[config.mk]
export PLATFORM = sky130hd
export DESIGN_NAME = muldiv_cp0_top
export DESIGN_NICKNAME = d
export VERILOG_FILES = /design/src/rtl/mips_pkg.sv /design/src/rtl/div_if.sv /design/src/rtl/div_fsm.sv /design/src/rtl/div_datapath.sv /design/src/rtl/cp0_timer.sv /design/src/rtl/hilo_apb_regs.sv /design/src/rtl/muldiv_cp0_top.sv
export SDC_FILE = /design/constraint.sdc
export NUM_CORES = 1
export LEC_CHECK = 0
export BUFFER_PORTS_ARGS = -buffer_cell sky130_fd_sc_hd__buf_4
export CAP_MARGIN = 20
export CORE_ASPECT_RATIO = 0.7
export CORE_MARGIN = 2
export CORE_UTILIZATION = 50
export CTS_CLUSTER_SIZE = 24
export DETAILED_ROUTE_END_ITERATION = 10
export PLACE_DENSITY = 0.66
export REMOVE_ABC_BUFFERS = 1
export SKIP_CTS_REPAIR_TIMING = 1
export SLEW_MARGIN = 10
export SYNTH_ARGS = -nofsm -noshare
export SYNTH_HDL_FRONTEND = slang
export SYNTH_SLANG_ARGS = --single-unit
[constraint.sdc]
create_clock -name clk -period 8.35 [get_ports clk]
set_input_delay 1.2525 -clock clk [delete_from_list [all_inputs] [get_ports clk]]
set_output_delay 1.2525 -clock clk [all_outputs]
set_load 0.005 [all_outputs]
[src/rtl/mips_pkg.sv]
package mips_pkg;

    localparam int DATA_W    = 32;  // data word
    localparam int DWORD_W   = 64;  // hi and lo side by side
    localparam int ADDR_W    = 8;   // apb byte address
    localparam int DIV_STEPS = 32;  // quotient bits, one per cycle

    // apb register map, one word per register
    typedef enum logic [ADDR_W-1:0] {
        REG_OP1     = 8'h00,  // dividend
        REG_OP2     = 8'h04,  // divisor
        REG_CTRL    = 8'h08,  // wr: bit0 start, bit1 signed / rd: bit0 busy
        REG_LO      = 8'h0C,  // quotient, read only
        REG_HI      = 8'h10,  // remainder, read only
        REG_COUNT   = 8'h14,
        REG_COMPARE = 8'h18
    } apb_reg_e;

    typedef enum logic [1:0] {
        DIV_FREE    = 2'b00,
        DIV_BY_ZERO = 2'b01,
        DIV_ON      = 2'b10,
        DIV_END     = 2'b11
    } div_state_e;

endpackage

[src/rtl/div_if.sv]
`timescale 1ns/100ps

interface div_if;

    logic                          start;       // one cycle pulse
    logic                          signed_div;
    logic [mips_pkg::DATA_W-1:0]   op1;         // dividend
    logic [mips_pkg::DATA_W-1:0]   op2;         // divisor
    logic [mips_pkg::DWORD_W-1:0]  result;      // {hi, lo}
    logic                          ready;       // result valid this cycle
    logic                          busy;

    modport host (
        output start,
        output signed_div,
        output op1,
        output op2,
        input  result,
        input  ready,
        input  busy
    );

    modport ctrl (
        input  start,
        input  op2,
        output ready,
        output busy
    );

    modport data (
        input  op1,
        input  op2,
        input  signed_div,
        output result
    );

endinterface

[src/rtl/div_fsm.sv]
`timescale 1ns/100ps

module div_fsm (
    input  logic  clk,
    input  logic  rst_n_i,
    div_if.ctrl   div_bus,
    output logic  load_o,
    output logic  step_o,
    output logic  zero_o
);

    mips_pkg::div_state_e state_q;
    mips_pkg::div_state_e state_d;
    logic [5:0]           step_cnt_q;  // 0 is the load cycle, then one per bit
    logic                 last_step;

    assign last_step = (step_cnt_q == 6'(mips_pkg::DIV_STEPS));

    always_comb begin
        state_d = state_q;
        case (state_q)
            mips_pkg::DIV_FREE: begin
                if (div_bus.start) begin
                    if (div_bus.op2 == '0) begin
                        state_d = mips_pkg::DIV_BY_ZERO;
                    end else begin
                        state_d = mips_pkg::DIV_ON;
                    end
                end
            end
            mips_pkg::DIV_BY_ZERO: begin
                state_d = mips_pkg::DIV_END;  // skip the iterations
            end
            mips_pkg::DIV_ON: begin
                if (last_step) begin
                    state_d = mips_pkg::DIV_END;
                end
            end
            mips_pkg::DIV_END: begin
                state_d = mips_pkg::DIV_FREE;
            end
            default: begin
                state_d = mips_pkg::DIV_FREE;
            end
        endcase
    end

    always_ff @(posedge clk or negedge rst_n_i) begin
        if (!rst_n_i) begin
            state_q    <= mips_pkg::DIV_FREE;
            step_cnt_q <= '0;
        end else begin
            state_q <= state_d;
            if (state_q == mips_pkg::DIV_ON) begin
                step_cnt_q <= step_cnt_q + 6'd1;
            end else begin
                step_cnt_q <= '0;
            end
        end
    end

    assign load_o = (state_q == mips_pkg::DIV_ON) && (step_cnt_q == '0);
    assign step_o = (state_q == mips_pkg::DIV_ON) && (step_cnt_q != '0);
    assign zero_o = (state_q == mips_pkg::DIV_BY_ZERO);

    assign div_bus.ready = (state_q == mips_pkg::DIV_END);
    assign div_bus.busy  = (state_q != mips_pkg::DIV_FREE);

endmodule

[src/rtl/div_datapath.sv]
`timescale 1ns/100ps

module div_datapath (
    input  logic  clk,
    input  logic  rst_n_i,
    div_if.data   div_bus,
    input  logic  load_i,
    input  logic  step_i,
    input  logic  zero_i
);

    // {remainder, quotient}
    logic [mips_pkg::DATA_W+mips_pkg::DIV_STEPS-1:0] acc_q;
    logic [mips_pkg::DATA_W+mips_pkg::DIV_STEPS:0]   shifted;  // spare top bit
    logic [mips_pkg::DATA_W:0]                       diff;
    logic [mips_pkg::DATA_W-1:0]                     dividend_abs;
    logic [mips_pkg::DATA_W-1:0]                     divisor_abs;
    logic [mips_pkg::DATA_W-1:0]                     quot;
    logic [mips_pkg::DATA_W-1:0]                     rem;
    logic                                            op1_neg;
    logic                                            op2_neg;
    logic                                            neg_quot;
    logic                                            neg_rem;

    assign op1_neg = div_bus.signed_div & div_bus.op1[mips_pkg::DATA_W-1];
    assign op2_neg = div_bus.signed_div & div_bus.op2[mips_pkg::DATA_W-1];

    assign dividend_abs = op1_neg ? -div_bus.op1 : div_bus.op1;
    assign divisor_abs  = op2_neg ? -div_bus.op2 : div_bus.op2;  // op2 held while busy

    assign shifted = {acc_q, 1'b0};
    assign diff    = shifted[mips_pkg::DATA_W+mips_pkg::DIV_STEPS:mips_pkg::DIV_STEPS]
                   - {1'b0, divisor_abs};  // trial subtract

    always_ff @(posedge clk or negedge rst_n_i) begin
        if (!rst_n_i) begin
            acc_q <= '0;
        end else if (zero_i) begin
            acc_q <= '0;
        end else if (load_i) begin
            acc_q <= {{mips_pkg::DATA_W{1'b0}}, dividend_abs};
        end else if (step_i) begin
            if (!diff[mips_pkg::DATA_W]) begin
                acc_q <= {diff[mips_pkg::DATA_W-1:0], shifted[mips_pkg::DIV_STEPS-1:1], 1'b1};
            end else begin
                // divisor did not fit, quotient bit 0
                acc_q <= shifted[mips_pkg::DATA_W+mips_pkg::DIV_STEPS-1:0];
            end
        end
    end

    assign quot = acc_q[mips_pkg::DIV_STEPS-1:0];
    assign rem  = acc_q[mips_pkg::DATA_W+mips_pkg::DIV_STEPS-1:mips_pkg::DIV_STEPS];

    // truncate toward zero, remainder follows the dividend
    assign neg_quot = op1_neg ^ op2_neg;
    assign neg_rem  = op1_neg;

    assign div_bus.result = {neg_rem ? -rem : rem, neg_quot ? -quot : quot};

endmodule

[src/rtl/cp0_timer.sv]
`timescale 1ns/100ps

module cp0_timer (
    input  logic                         clk,
    input  logic                         rst_n_i,
    input  logic                         count_we_i,
    input  logic                         compare_we_i,
    input  logic [mips_pkg::DATA_W-1:0]  wdata_i,
    output logic [mips_pkg::DATA_W-1:0]  count_o,
    output logic [mips_pkg::DATA_W-1:0]  compare_o,
    output logic                         timer_int_o
);

    logic [mips_pkg::DATA_W-1:0] count_q;
    logic [mips_pkg::DATA_W-1:0] compare_q;
    logic                        int_q;
    logic                        match;

    assign match = (compare_q != '0) && (count_q == compare_q);  // compare 0 disables

    always_ff @(posedge clk or negedge rst_n_i) begin
        if (!rst_n_i) begin
            count_q <= '0;
        end else if (count_we_i) begin
            count_q <= wdata_i;
        end else begin
            count_q <= count_q + 1'b1;  // free running
        end
    end

    always_ff @(posedge clk or negedge rst_n_i) begin
        if (!rst_n_i) begin
            compare_q <= '0;
            int_q     <= 1'b0;
        end else begin
            if (compare_we_i) begin
                compare_q <= wdata_i;
                int_q     <= 1'b0;  // writing compare acknowledges
            end else if (match) begin
                int_q <= 1'b1;  // sticky
            end
        end
    end

    assign count_o     = count_q;
    assign compare_o   = compare_q;
    assign timer_int_o = int_q;

endmodule

[src/rtl/hilo_apb_regs.sv]
`timescale 1ns/100ps

module hilo_apb_regs (
    input  logic                         clk,
    input  logic                         rst_n_i,
    input  logic                         psel_i,
    input  logic                         penable_i,
    input  logic                         pwrite_i,
    input  logic [mips_pkg::ADDR_W-1:0]  paddr_i,
    input  logic [mips_pkg::DATA_W-1:0]  pwdata_i,
    output logic [mips_pkg::DATA_W-1:0]  prdata_o,
    output logic                         pready_o,
    output logic                         pslverr_o,
    div_if.host                          div_bus,
    input  logic [mips_pkg::DATA_W-1:0]  count_i,
    input  logic [mips_pkg::DATA_W-1:0]  compare_i,
    output logic                         count_we_o,
    output logic                         compare_we_o,
    output logic [mips_pkg::DATA_W-1:0]  timer_wdata_o
);

    logic [mips_pkg::DATA_W-1:0] op1_q;
    logic [mips_pkg::DATA_W-1:0] op2_q;
    logic [mips_pkg::DATA_W-1:0] hi_q;
    logic [mips_pkg::DATA_W-1:0] lo_q;
    logic                        signed_q;
    logic                        access;
    logic                        wr_en;
    logic                        hilo_sel;
    logic                        addr_ok;
    logic                        op_wr_ok;

    assign access   = psel_i & penable_i;
    assign hilo_sel = (paddr_i == mips_pkg::REG_LO) || (paddr_i == mips_pkg::REG_HI);

    // result reads wait for the divider, everything else is zero wait
    assign pready_o = access & ~(~pwrite_i & hilo_sel & div_bus.busy);
    assign wr_en    = access & pwrite_i;  // writes never stall
    assign op_wr_ok = wr_en & ~div_bus.busy;

    always_comb begin
        addr_ok  = 1'b1;
        prdata_o = '0;
        case (paddr_i)
            mips_pkg::REG_OP1:     prdata_o = op1_q;
            mips_pkg::REG_OP2:     prdata_o = op2_q;
            mips_pkg::REG_CTRL:    prdata_o = {{(mips_pkg::DATA_W-1){1'b0}}, div_bus.busy};
            mips_pkg::REG_LO:      prdata_o = lo_q;
            mips_pkg::REG_HI:      prdata_o = hi_q;
            mips_pkg::REG_COUNT:   prdata_o = count_i;
            mips_pkg::REG_COMPARE: prdata_o = compare_i;
            default:               addr_ok  = 1'b0;  // hole in the map
        endcase
    end

    assign pslverr_o = pready_o & (~addr_ok | (pwrite_i & hilo_sel));

    assign div_bus.start = op_wr_ok & (paddr_i == mips_pkg::REG_CTRL) & pwdata_i[0];

    always_ff @(posedge clk or negedge rst_n_i) begin
        if (!rst_n_i) begin
            op1_q    <= '0;
            op2_q    <= '0;
            signed_q <= 1'b0;
        end else begin
            if (op_wr_ok && paddr_i == mips_pkg::REG_OP1) begin
                op1_q <= pwdata_i;
            end
            if (op_wr_ok && paddr_i == mips_pkg::REG_OP2) begin
                op2_q <= pwdata_i;
            end
            if (div_bus.start) begin
                signed_q <= pwdata_i[1];  // held for the whole divide
            end
        end
    end

    always_ff @(posedge clk or negedge rst_n_i) begin
        if (!rst_n_i) begin
            hi_q <= '0;
            lo_q <= '0;
        end else if (div_bus.ready) begin
            hi_q <= div_bus.result[mips_pkg::DWORD_W-1:mips_pkg::DATA_W];  // remainder
            lo_q <= div_bus.result[mips_pkg::DATA_W-1:0];                  // quotient
        end
    end

    assign div_bus.op1        = op1_q;
    assign div_bus.op2        = op2_q;
    assign div_bus.signed_div = signed_q;

    assign count_we_o    = wr_en & (paddr_i == mips_pkg::REG_COUNT);
    assign compare_we_o  = wr_en & (paddr_i == mips_pkg::REG_COMPARE);
    assign timer_wdata_o = pwdata_i;

endmodule

[src/rtl/muldiv_cp0_top.sv]
`timescale 1ns/100ps

module muldiv_cp0_top (
    input  logic                         clk,
    input  logic                         rst_n_i,
    input  logic                         psel_i,
    input  logic                         penable_i,
    input  logic                         pwrite_i,
    input  logic [mips_pkg::ADDR_W-1:0]  paddr_i,
    input  logic [mips_pkg::DATA_W-1:0]  pwdata_i,
    output logic [mips_pkg::DATA_W-1:0]  prdata_o,
    output logic                         pready_o,
    output logic                         pslverr_o,
    output logic                         timer_int_o
);

    logic [mips_pkg::DATA_W-1:0] count;
    logic [mips_pkg::DATA_W-1:0] compare;
    logic [mips_pkg::DATA_W-1:0] timer_wdata;
    logic                        count_we;
    logic                        compare_we;
    logic                        div_load;
    logic                        div_step;
    logic                        div_zero;

    div_if div_bus ();  // register block <-> divider

    hilo_apb_regs hilo_apb_regs_0 (
        .clk           (clk),
        .rst_n_i       (rst_n_i),
        .psel_i        (psel_i),
        .penable_i     (penable_i),
        .pwrite_i      (pwrite_i),
        .paddr_i       (paddr_i),
        .pwdata_i      (pwdata_i),
        .prdata_o      (prdata_o),
        .pready_o      (pready_o),
        .pslverr_o     (pslverr_o),
        .div_bus       (div_bus.host),
        .count_i       (count),
        .compare_i     (compare),
        .count_we_o    (count_we),
        .compare_we_o  (compare_we),
        .timer_wdata_o (timer_wdata)
    );

    div_fsm div_fsm_0 (
        .clk     (clk),
        .rst_n_i (rst_n_i),
        .div_bus (div_bus.ctrl),
        .load_o  (div_load),
        .step_o  (div_step),
        .zero_o  (div_zero)
    );

    div_datapath div_datapath_0 (
        .clk     (clk),
        .rst_n_i (rst_n_i),
        .div_bus (div_bus.data),
        .load_i  (div_load),
        .step_i  (div_step),
        .zero_i  (div_zero)
    );

    cp0_timer cp0_timer_0 (
        .clk          (clk),
        .rst_n_i      (rst_n_i),
        .count_we_i   (count_we),
        .compare_we_i (compare_we),
        .wdata_i      (timer_wdata),
        .count_o      (count),
        .compare_o    (compare),
        .timer_int_o  (timer_int_o)
    );

endmodule

## Word-level counts from Yosys, hierarchy flattened

Cells that the tools add are included.

- Flip-flop bits (word level): 266
- Output and inout bits: 35
- Word-level logic and storage cells: 86
- Bits of input ports: 45

- Bitwise operators: 20
- Equality and inequality tests: 13
- Reduce and logical (&&, ||, !) cells: 17
- Multiplexer cells: 18
- Add/subtract/negate cells: 7

Operators with widths:

| cell | number |
|---|---|
| 64-bit 2-to-1 mux | 4 |
| 32-bit one-hot mux with 7 select lines | 1 |
| 32-bit 2-to-1 mux | 5 |
| 32-bit negation | 4 |
| 33-bit by 32-bit subtractor with 33-bit output | 1 |
| 32-bit by 1-bit adder with 32-bit output, second input constant | 1 |
| 32-bit == test | 1 |
| 32-bit logical NOT | 1 |
| 32-bit nonzero test | 1 |
| 8-bit by 5-bit == test with 1-bit output, second input constant | 3 |
| 8-bit by 4-bit == test with 1-bit output, second input constant | 2 |
| 1-bit bitwise AND | 14 |
| 8-bit by 3-bit == test with 1-bit output, second input constant | 1 |
| 8-bit logical NOT | 1 |
| 2-bit one-hot mux with 4 select lines | 1 |
| 7-bit OR reduction | 1 |
| 6-bit by 1-bit adder with 6-bit output, second input constant | 1 |
| 6-bit == test, second input constant | 1 |
| 6-bit logical NOT | 1 |
| 2-bit 2-to-1 mux | 3 |
| 6-bit 2-to-1 mux | 1 |
| 6-bit nonzero test | 1 |
| 1-bit logical AND | 5 |
| 2-bit == test, second input constant | 2 |
| other kinds (12) | 18 |

## Longest topological paths before layout

- Word-level depth: 7
- Gate-level depth with buffers: 22
- Depth with buffers taken out: 20

## Hierarchy

From an unflattened synthesis, not the netlist that was laid out.

- Cells, all modules: 1866
- Area total of the unflattened synthesis: 18058.6 um2

By module, submodules not included:

| module | times used | cells an instance | sequential area each (um2) | area each (um2) |
|---|---|---|---|---|
| div_datapath | 1 | 976 | 1601.5 | 7546.0 |
| hilo_apb_regs | 1 | 491 | 3228.1 | 6409.9 |
| cp0_timer | 1 | 340 | 1626.6 | 3525.9 |
| div_fsm | 1 | 59 | 200.2 | 576.8 |

## Least setup slack after synthesis

Ideal clock, no wire load.

- Kind: register to register
- From: register hilo_apb_regs_0.op2_q, in the netlist hilo_apb_regs_0.div_bus.op2[4]
- To: register div_datapath_0.acc_q[61] (netlist bit)
- Required time: 8223 ps
- Cell stages (with the launch flop): 22
- Period minus slack after synthesis: 5295 ps
- Setup slack: 3055 ps
- Setup time: 127 ps
- Arrival: 5168 ps
- Cell sequence: dfrtp_1 -> or4_4 -> or4_4 -> or4_4 -> nor3_4 -> nand2_2 -> nor4_4 -> nand2_2 -> o21ai_0 -> xor2_1 -> ha_1 -> clkbuf_1 -> o21ai_0 -> a21oi_1 -> a221o_1 -> nor4_1 -> a21oi_1 -> xor2_1 -> clkbuf_1 -> o2111ai_1 -> a211oi_1 -> a21oi_1

- Cells in the longest elaborated chain, start to end: 7

RTL lines:

| element | RTL line | text |
|---|---|---|
| start: declaration | hilo_apb_regs.sv:23 | `logic [mips_pkg::DATA_W-1:0] op2_q;` |
| start signal: assignment | hilo_apb_regs.sv:70 | `op2_q <= pwdata_i;` |
| 32-bit negation | div_datapath.sv:29 | `assign divisor_abs = op2_neg ? -div_bus.op2 : div_bus.op2;` |
| 32-bit 2-to-1 mux * | div_datapath.sv:29 |  |
| 33-bit by 32-bit subtractor with 33-bit output * | div_datapath.sv:33 | `- {1'b0, divisor_abs};` |
| 64-bit 2-to-1 mux * | div_datapath.sv:43 | `if (!diff[mips_pkg::DATA_W]) begin` |
| 64-bit 2-to-1 mux * | div_datapath.sv:42 | `end else if (step_i) begin` |
| 64-bit 2-to-1 mux * | div_datapath.sv:40 | `end else if (load_i) begin` |
| 64-bit 2-to-1 mux * | div_datapath.sv:38 | `end else if (zero_i) begin` |
| end signal: assignment | div_datapath.sv:41 | `acc_q <= {{mips_pkg::DATA_W{1'b0}}, dividend_abs};` |
| end signal: assignment | div_datapath.sv:44 | `acc_q <= {diff[mips_pkg::DATA_W-1:0], shifted[mips_pkg::DIV_STEPS-1:1], 1'b1};` |
| end signal: assignment | div_datapath.sv:47 | `acc_q <= shifted[mips_pkg::DATA_W+mips_pkg::DIV_STEPS-1:0];` |
| end: declaration | div_datapath.sv:13 | `logic [mips_pkg::DATA_W+mips_pkg::DIV_STEPS-1:0] acc_q;` |

Every way passes the cells marked *; elsewhere a longest branch is shown, timed or not. The select of a mux whose other input is x is not followed.
A chain may end at the register's enable or synchronous reset.

## Worst setup path after layout

- From: register hilo_apb_regs_0.op2_q, in the netlist hilo_apb_regs_0.div_bus.op2[4]
- To: register div_datapath_0.acc_q[33] (netlist bit)

The elaborated chain is that of the path after synthesis.

==> results.py <==
metrics = {
    "cells_and_area": {
        "layoutNonFillerInstCount": 2296,
        "mostFrequentLayoutCell": "dfrtp_1",
        "fin_util_pct": 56.8,
        "drive_gt1_share_pct": 14.3,
        "syn_to_final_growth_pct": 11.4,
        "nets": 1935,
        "layout_common_cells": "dfrtp_1, nor2_1, a21oi_1",
    },
    "status": {
        "outcome": "completed",
    },
    "drt": {
        "wl_per_cell_um": 23.0,
        "drt_iter0_markers": 1873,
        "route.vias.total": 14600,
        "top_layer": "met4",
        "wl_met2_um": 22400,
        "wirelength_um": 52800,
        "drt-pass1-iter-count": 8,
        "met3_length_um": 5040,
        "wl_met1_um": 23700,
        "via_per_inst": 6.37,
        "drt_drc_violations_left": 0,
        "antenna_left": 0,
    },
    "grt": {
        "antenna_found_initial": 1,
        "overflow": 0,
        "grt_pass1_wl_um": 82200,
        "track_usage_pct": 30.5,
        "grt_max_degree": 73,
        "grt_pass1_vias": 13800,
    },
    "worst_setup_path": {
        "required_ps": 8820,
        "cp-end-kind": "flip-flop",
        "path_cells": "or4_4 -> or4_4 -> nor4_1 -> buf_4 -> nand3_1 -> nor4_1 -> nand2_1 -> nand2_1 -> xor2_1 -> ha_1 -> a2111oi_0 -> o21ai_0 -> a221o_1 -> nor4_1 -> a21oi_1 -> xor2_4 -> buf_4 -> mux2i_1 -> nand2_1 -> o21ai_0",
        "crit_type": "reg -> reg",
        "path_max_fanout": 32,
        "cpPeakStageDelay_ps": 690,
        "timing.critical_path.slowest_stage_cell": "xor2_4",
        "startpoint_type": "flip-flop",
        "worst-path-buf-inv": 2,
        "crit_arrival_ps": 6630,
        "path_delay_family": "simple AND/OR/NAND/NOR gates",
    },
    "yosys": {
        "syn_area_um2": 16500,
        "ys.flop_type": "dfrtp_1",
        "synthesis.area_per_instance_um2": 9.07,
        "synth_edf_count": 0,
        "ys_types": 65,
        "syn_inst": 1822,
        "async_reset_ff_share_pct": 100,
        "ys_ff_latch": 266,
        "yosysSeqAreaShare_pct": 40.3,
        "ys_warn_count": 0,
    },
    "floorplan": {
        "initial_core_util_pct": 51.0,
        "die_w_um": 221,
        "row_count": 55,
        "pin_count": 80,
        "dieArea_um2": 34500,
        "core_um2": 32400,
        "fp.dieH_um": 156,
    },
    "clocking": {
        "cts.sinks": 266,
        "htreeDepth": 1,
        "cts_made_buffers": 27,
        "tritoncts": "done",
        "clkLatencyLatePin_ps": 570,
        "cts.clk_slew.worst_paths_ps": 60,
        "clock_path_buffers": 3,
        "root_buffer": "clkbuf_16",
    },
    "worst_hold_path": {
        "hold_path_class": "reg -> reg",
    },
    "sta": {
        "relSlewSlack_pct": 26.5,
        "tightest_slew_ps": 1100,
        "finalSetupTns_ps": 0,
        "rsz0062_at_grt": "false",
        "period_share_pct": 73.7,
        "hold_violations": 0,
        "drv_slew": 0,
        "skew_ps": 22.7,
        "min_period_ps": 6160,
        "final-setup-viol-count": 0,
        "timing.hold.ws_ps": 485,
        "fmax_mhz": 162,
    },
    "placed_design": {
        "port_buffers": 79,
        "dp.cells": 2243,
        "routabilityCongestion": 0.955,
        "dpl.hpwl_um": 38000,
    },
    "run": {
        "drv_cap": 0,
    },
    "power": {
        "power_density_nw_per_um2": 305,
        "max-vdd-ir-drop_v": 0.000576,
        "p_leak_nw": 8.08,
        "power_mw": 5.61,
    },
}
-- logic make-up after synthesis --
group	synth area share, %
compound gates	19.2
simple gates	14.5
flops	40.3
xor+xnor	11.1
buf+inv	4.09
mux	7.43
fa+ha+maj	3.38
-- layout make-up --
cell class | instances | area, um^2
Timing Repair Buffer | 103 | 825
Clock buffer | 43 | 806
Multi-Input combinational cell | 1376 | 9260
Inverter | 72 | 270
Sequential cell | 266 | 6660
Tap cell | 427 | 534
Antenna cell | 3 | 7.51
Fill cell | 2924 | 14000
Clock inverter | 6 | 60.1
-- registers in the layout, indices dropped and copies added, names as in the netlist --
| name | cells |
|---|---|
| hilo_apb_regs_0.lo_q | 32 |
| hilo_apb_regs_0.div_bus.op2 | 32 |
| hilo_apb_regs_0.hi_q | 32 |
| div_datapath_0.acc_q | 64 |
| cp0_timer_0.count_o | 32 |
| div_fsm_0.step_cnt_q | 6 |
| cp0_timer_0.compare_o | 32 |
| hilo_apb_regs_0.div_bus.op1 | 32 |
| div_fsm_0.state_q | 2 |
| cp0_timer_0.timer_int_o | 1 |
| hilo_apb_regs_0.div_bus.signed_div | 1 |
-- metal layers --
metal  track usage [%]  up-vias
li1                  -     6632
met1              44.6     7240
met2              44.9      670
met3              6.74       93
met4              9.59        0
met5                 0        -
-- stage by stage --
stage,area [um^2],worst slack [ps]
final,18400,2190
after global placement,17500,2380
after global routing,18400,1690
after floorplan,16100,884
after detailed placement,17500,2320
after CTS,18400,2290
-- worst reg2reg max path, stage by stage (launching register included) --
cell and delay, ps:
dfrtp_1 450, or4_4 570, or4_4 460, nor4_1 240, buf_4 180, nand3_1 150, nor4_1 440, nand2_1 200
nand2_1 120, xor2_1 150, ha_1 320, a2111oi_0 380, o21ai_0 180, a221o_1 340, nor4_1 240, a21oi_1 180
xor2_4 690, buf_4 410, mux2i_1 230, nand2_1 60, o21ai_0 90
-- path summary, 6_finish.rpt --
path,slack (ps),end,from,cells past startpoint
hold reg to reg,480,div_fsm_0.step_cnt_q[0],div_fsm_0.step_cnt_q[0],1
setup / recovery,2190,div_datapath_0.acc_q[33],hilo_apb_regs_0.div_bus.op2[4],20
max in group asynchronous,6320,div_datapath_0.acc_q[25],rst_n_i,2
min in group asynchronous,640,div_fsm_0.step_cnt_q[2],rst_n_i,1
setup reg to reg,2190,div_datapath_0.acc_q[33],hilo_apb_regs_0.div_bus.op2[4],20
hold / removal,480,div_fsm_0.step_cnt_q[0],div_fsm_0.step_cnt_q[0],1
-- Yosys cell counts (all sizes together), types with 23 or more instances --
cell type	n	area share, %
dfrtp	266	40
nor2	211	4.8
a21oi	203	6.2
clkbuf	107	2.4
xnor2	107	5.7
xor2	103	5.5
mux2	101	6.9
nand2	95	2.2
o21ai	82	2.5
inv	72	1.6
nand3	51	1.5
o22ai	48	1.8
ha	43	3.3
nor4	32	1.3
a222oi	31	1.9
nor3	23	0.76
-- power breakdown --
part	internal, mW	switching [mW]	total (mW)
combinational	0.927	1.58	2.51
clock	0.689	0.533	1.22
sequential	1.57	0.306	1.88
total	3.19	2.42	5.61
Note: power is estimated with default switching activity, not from simulation.
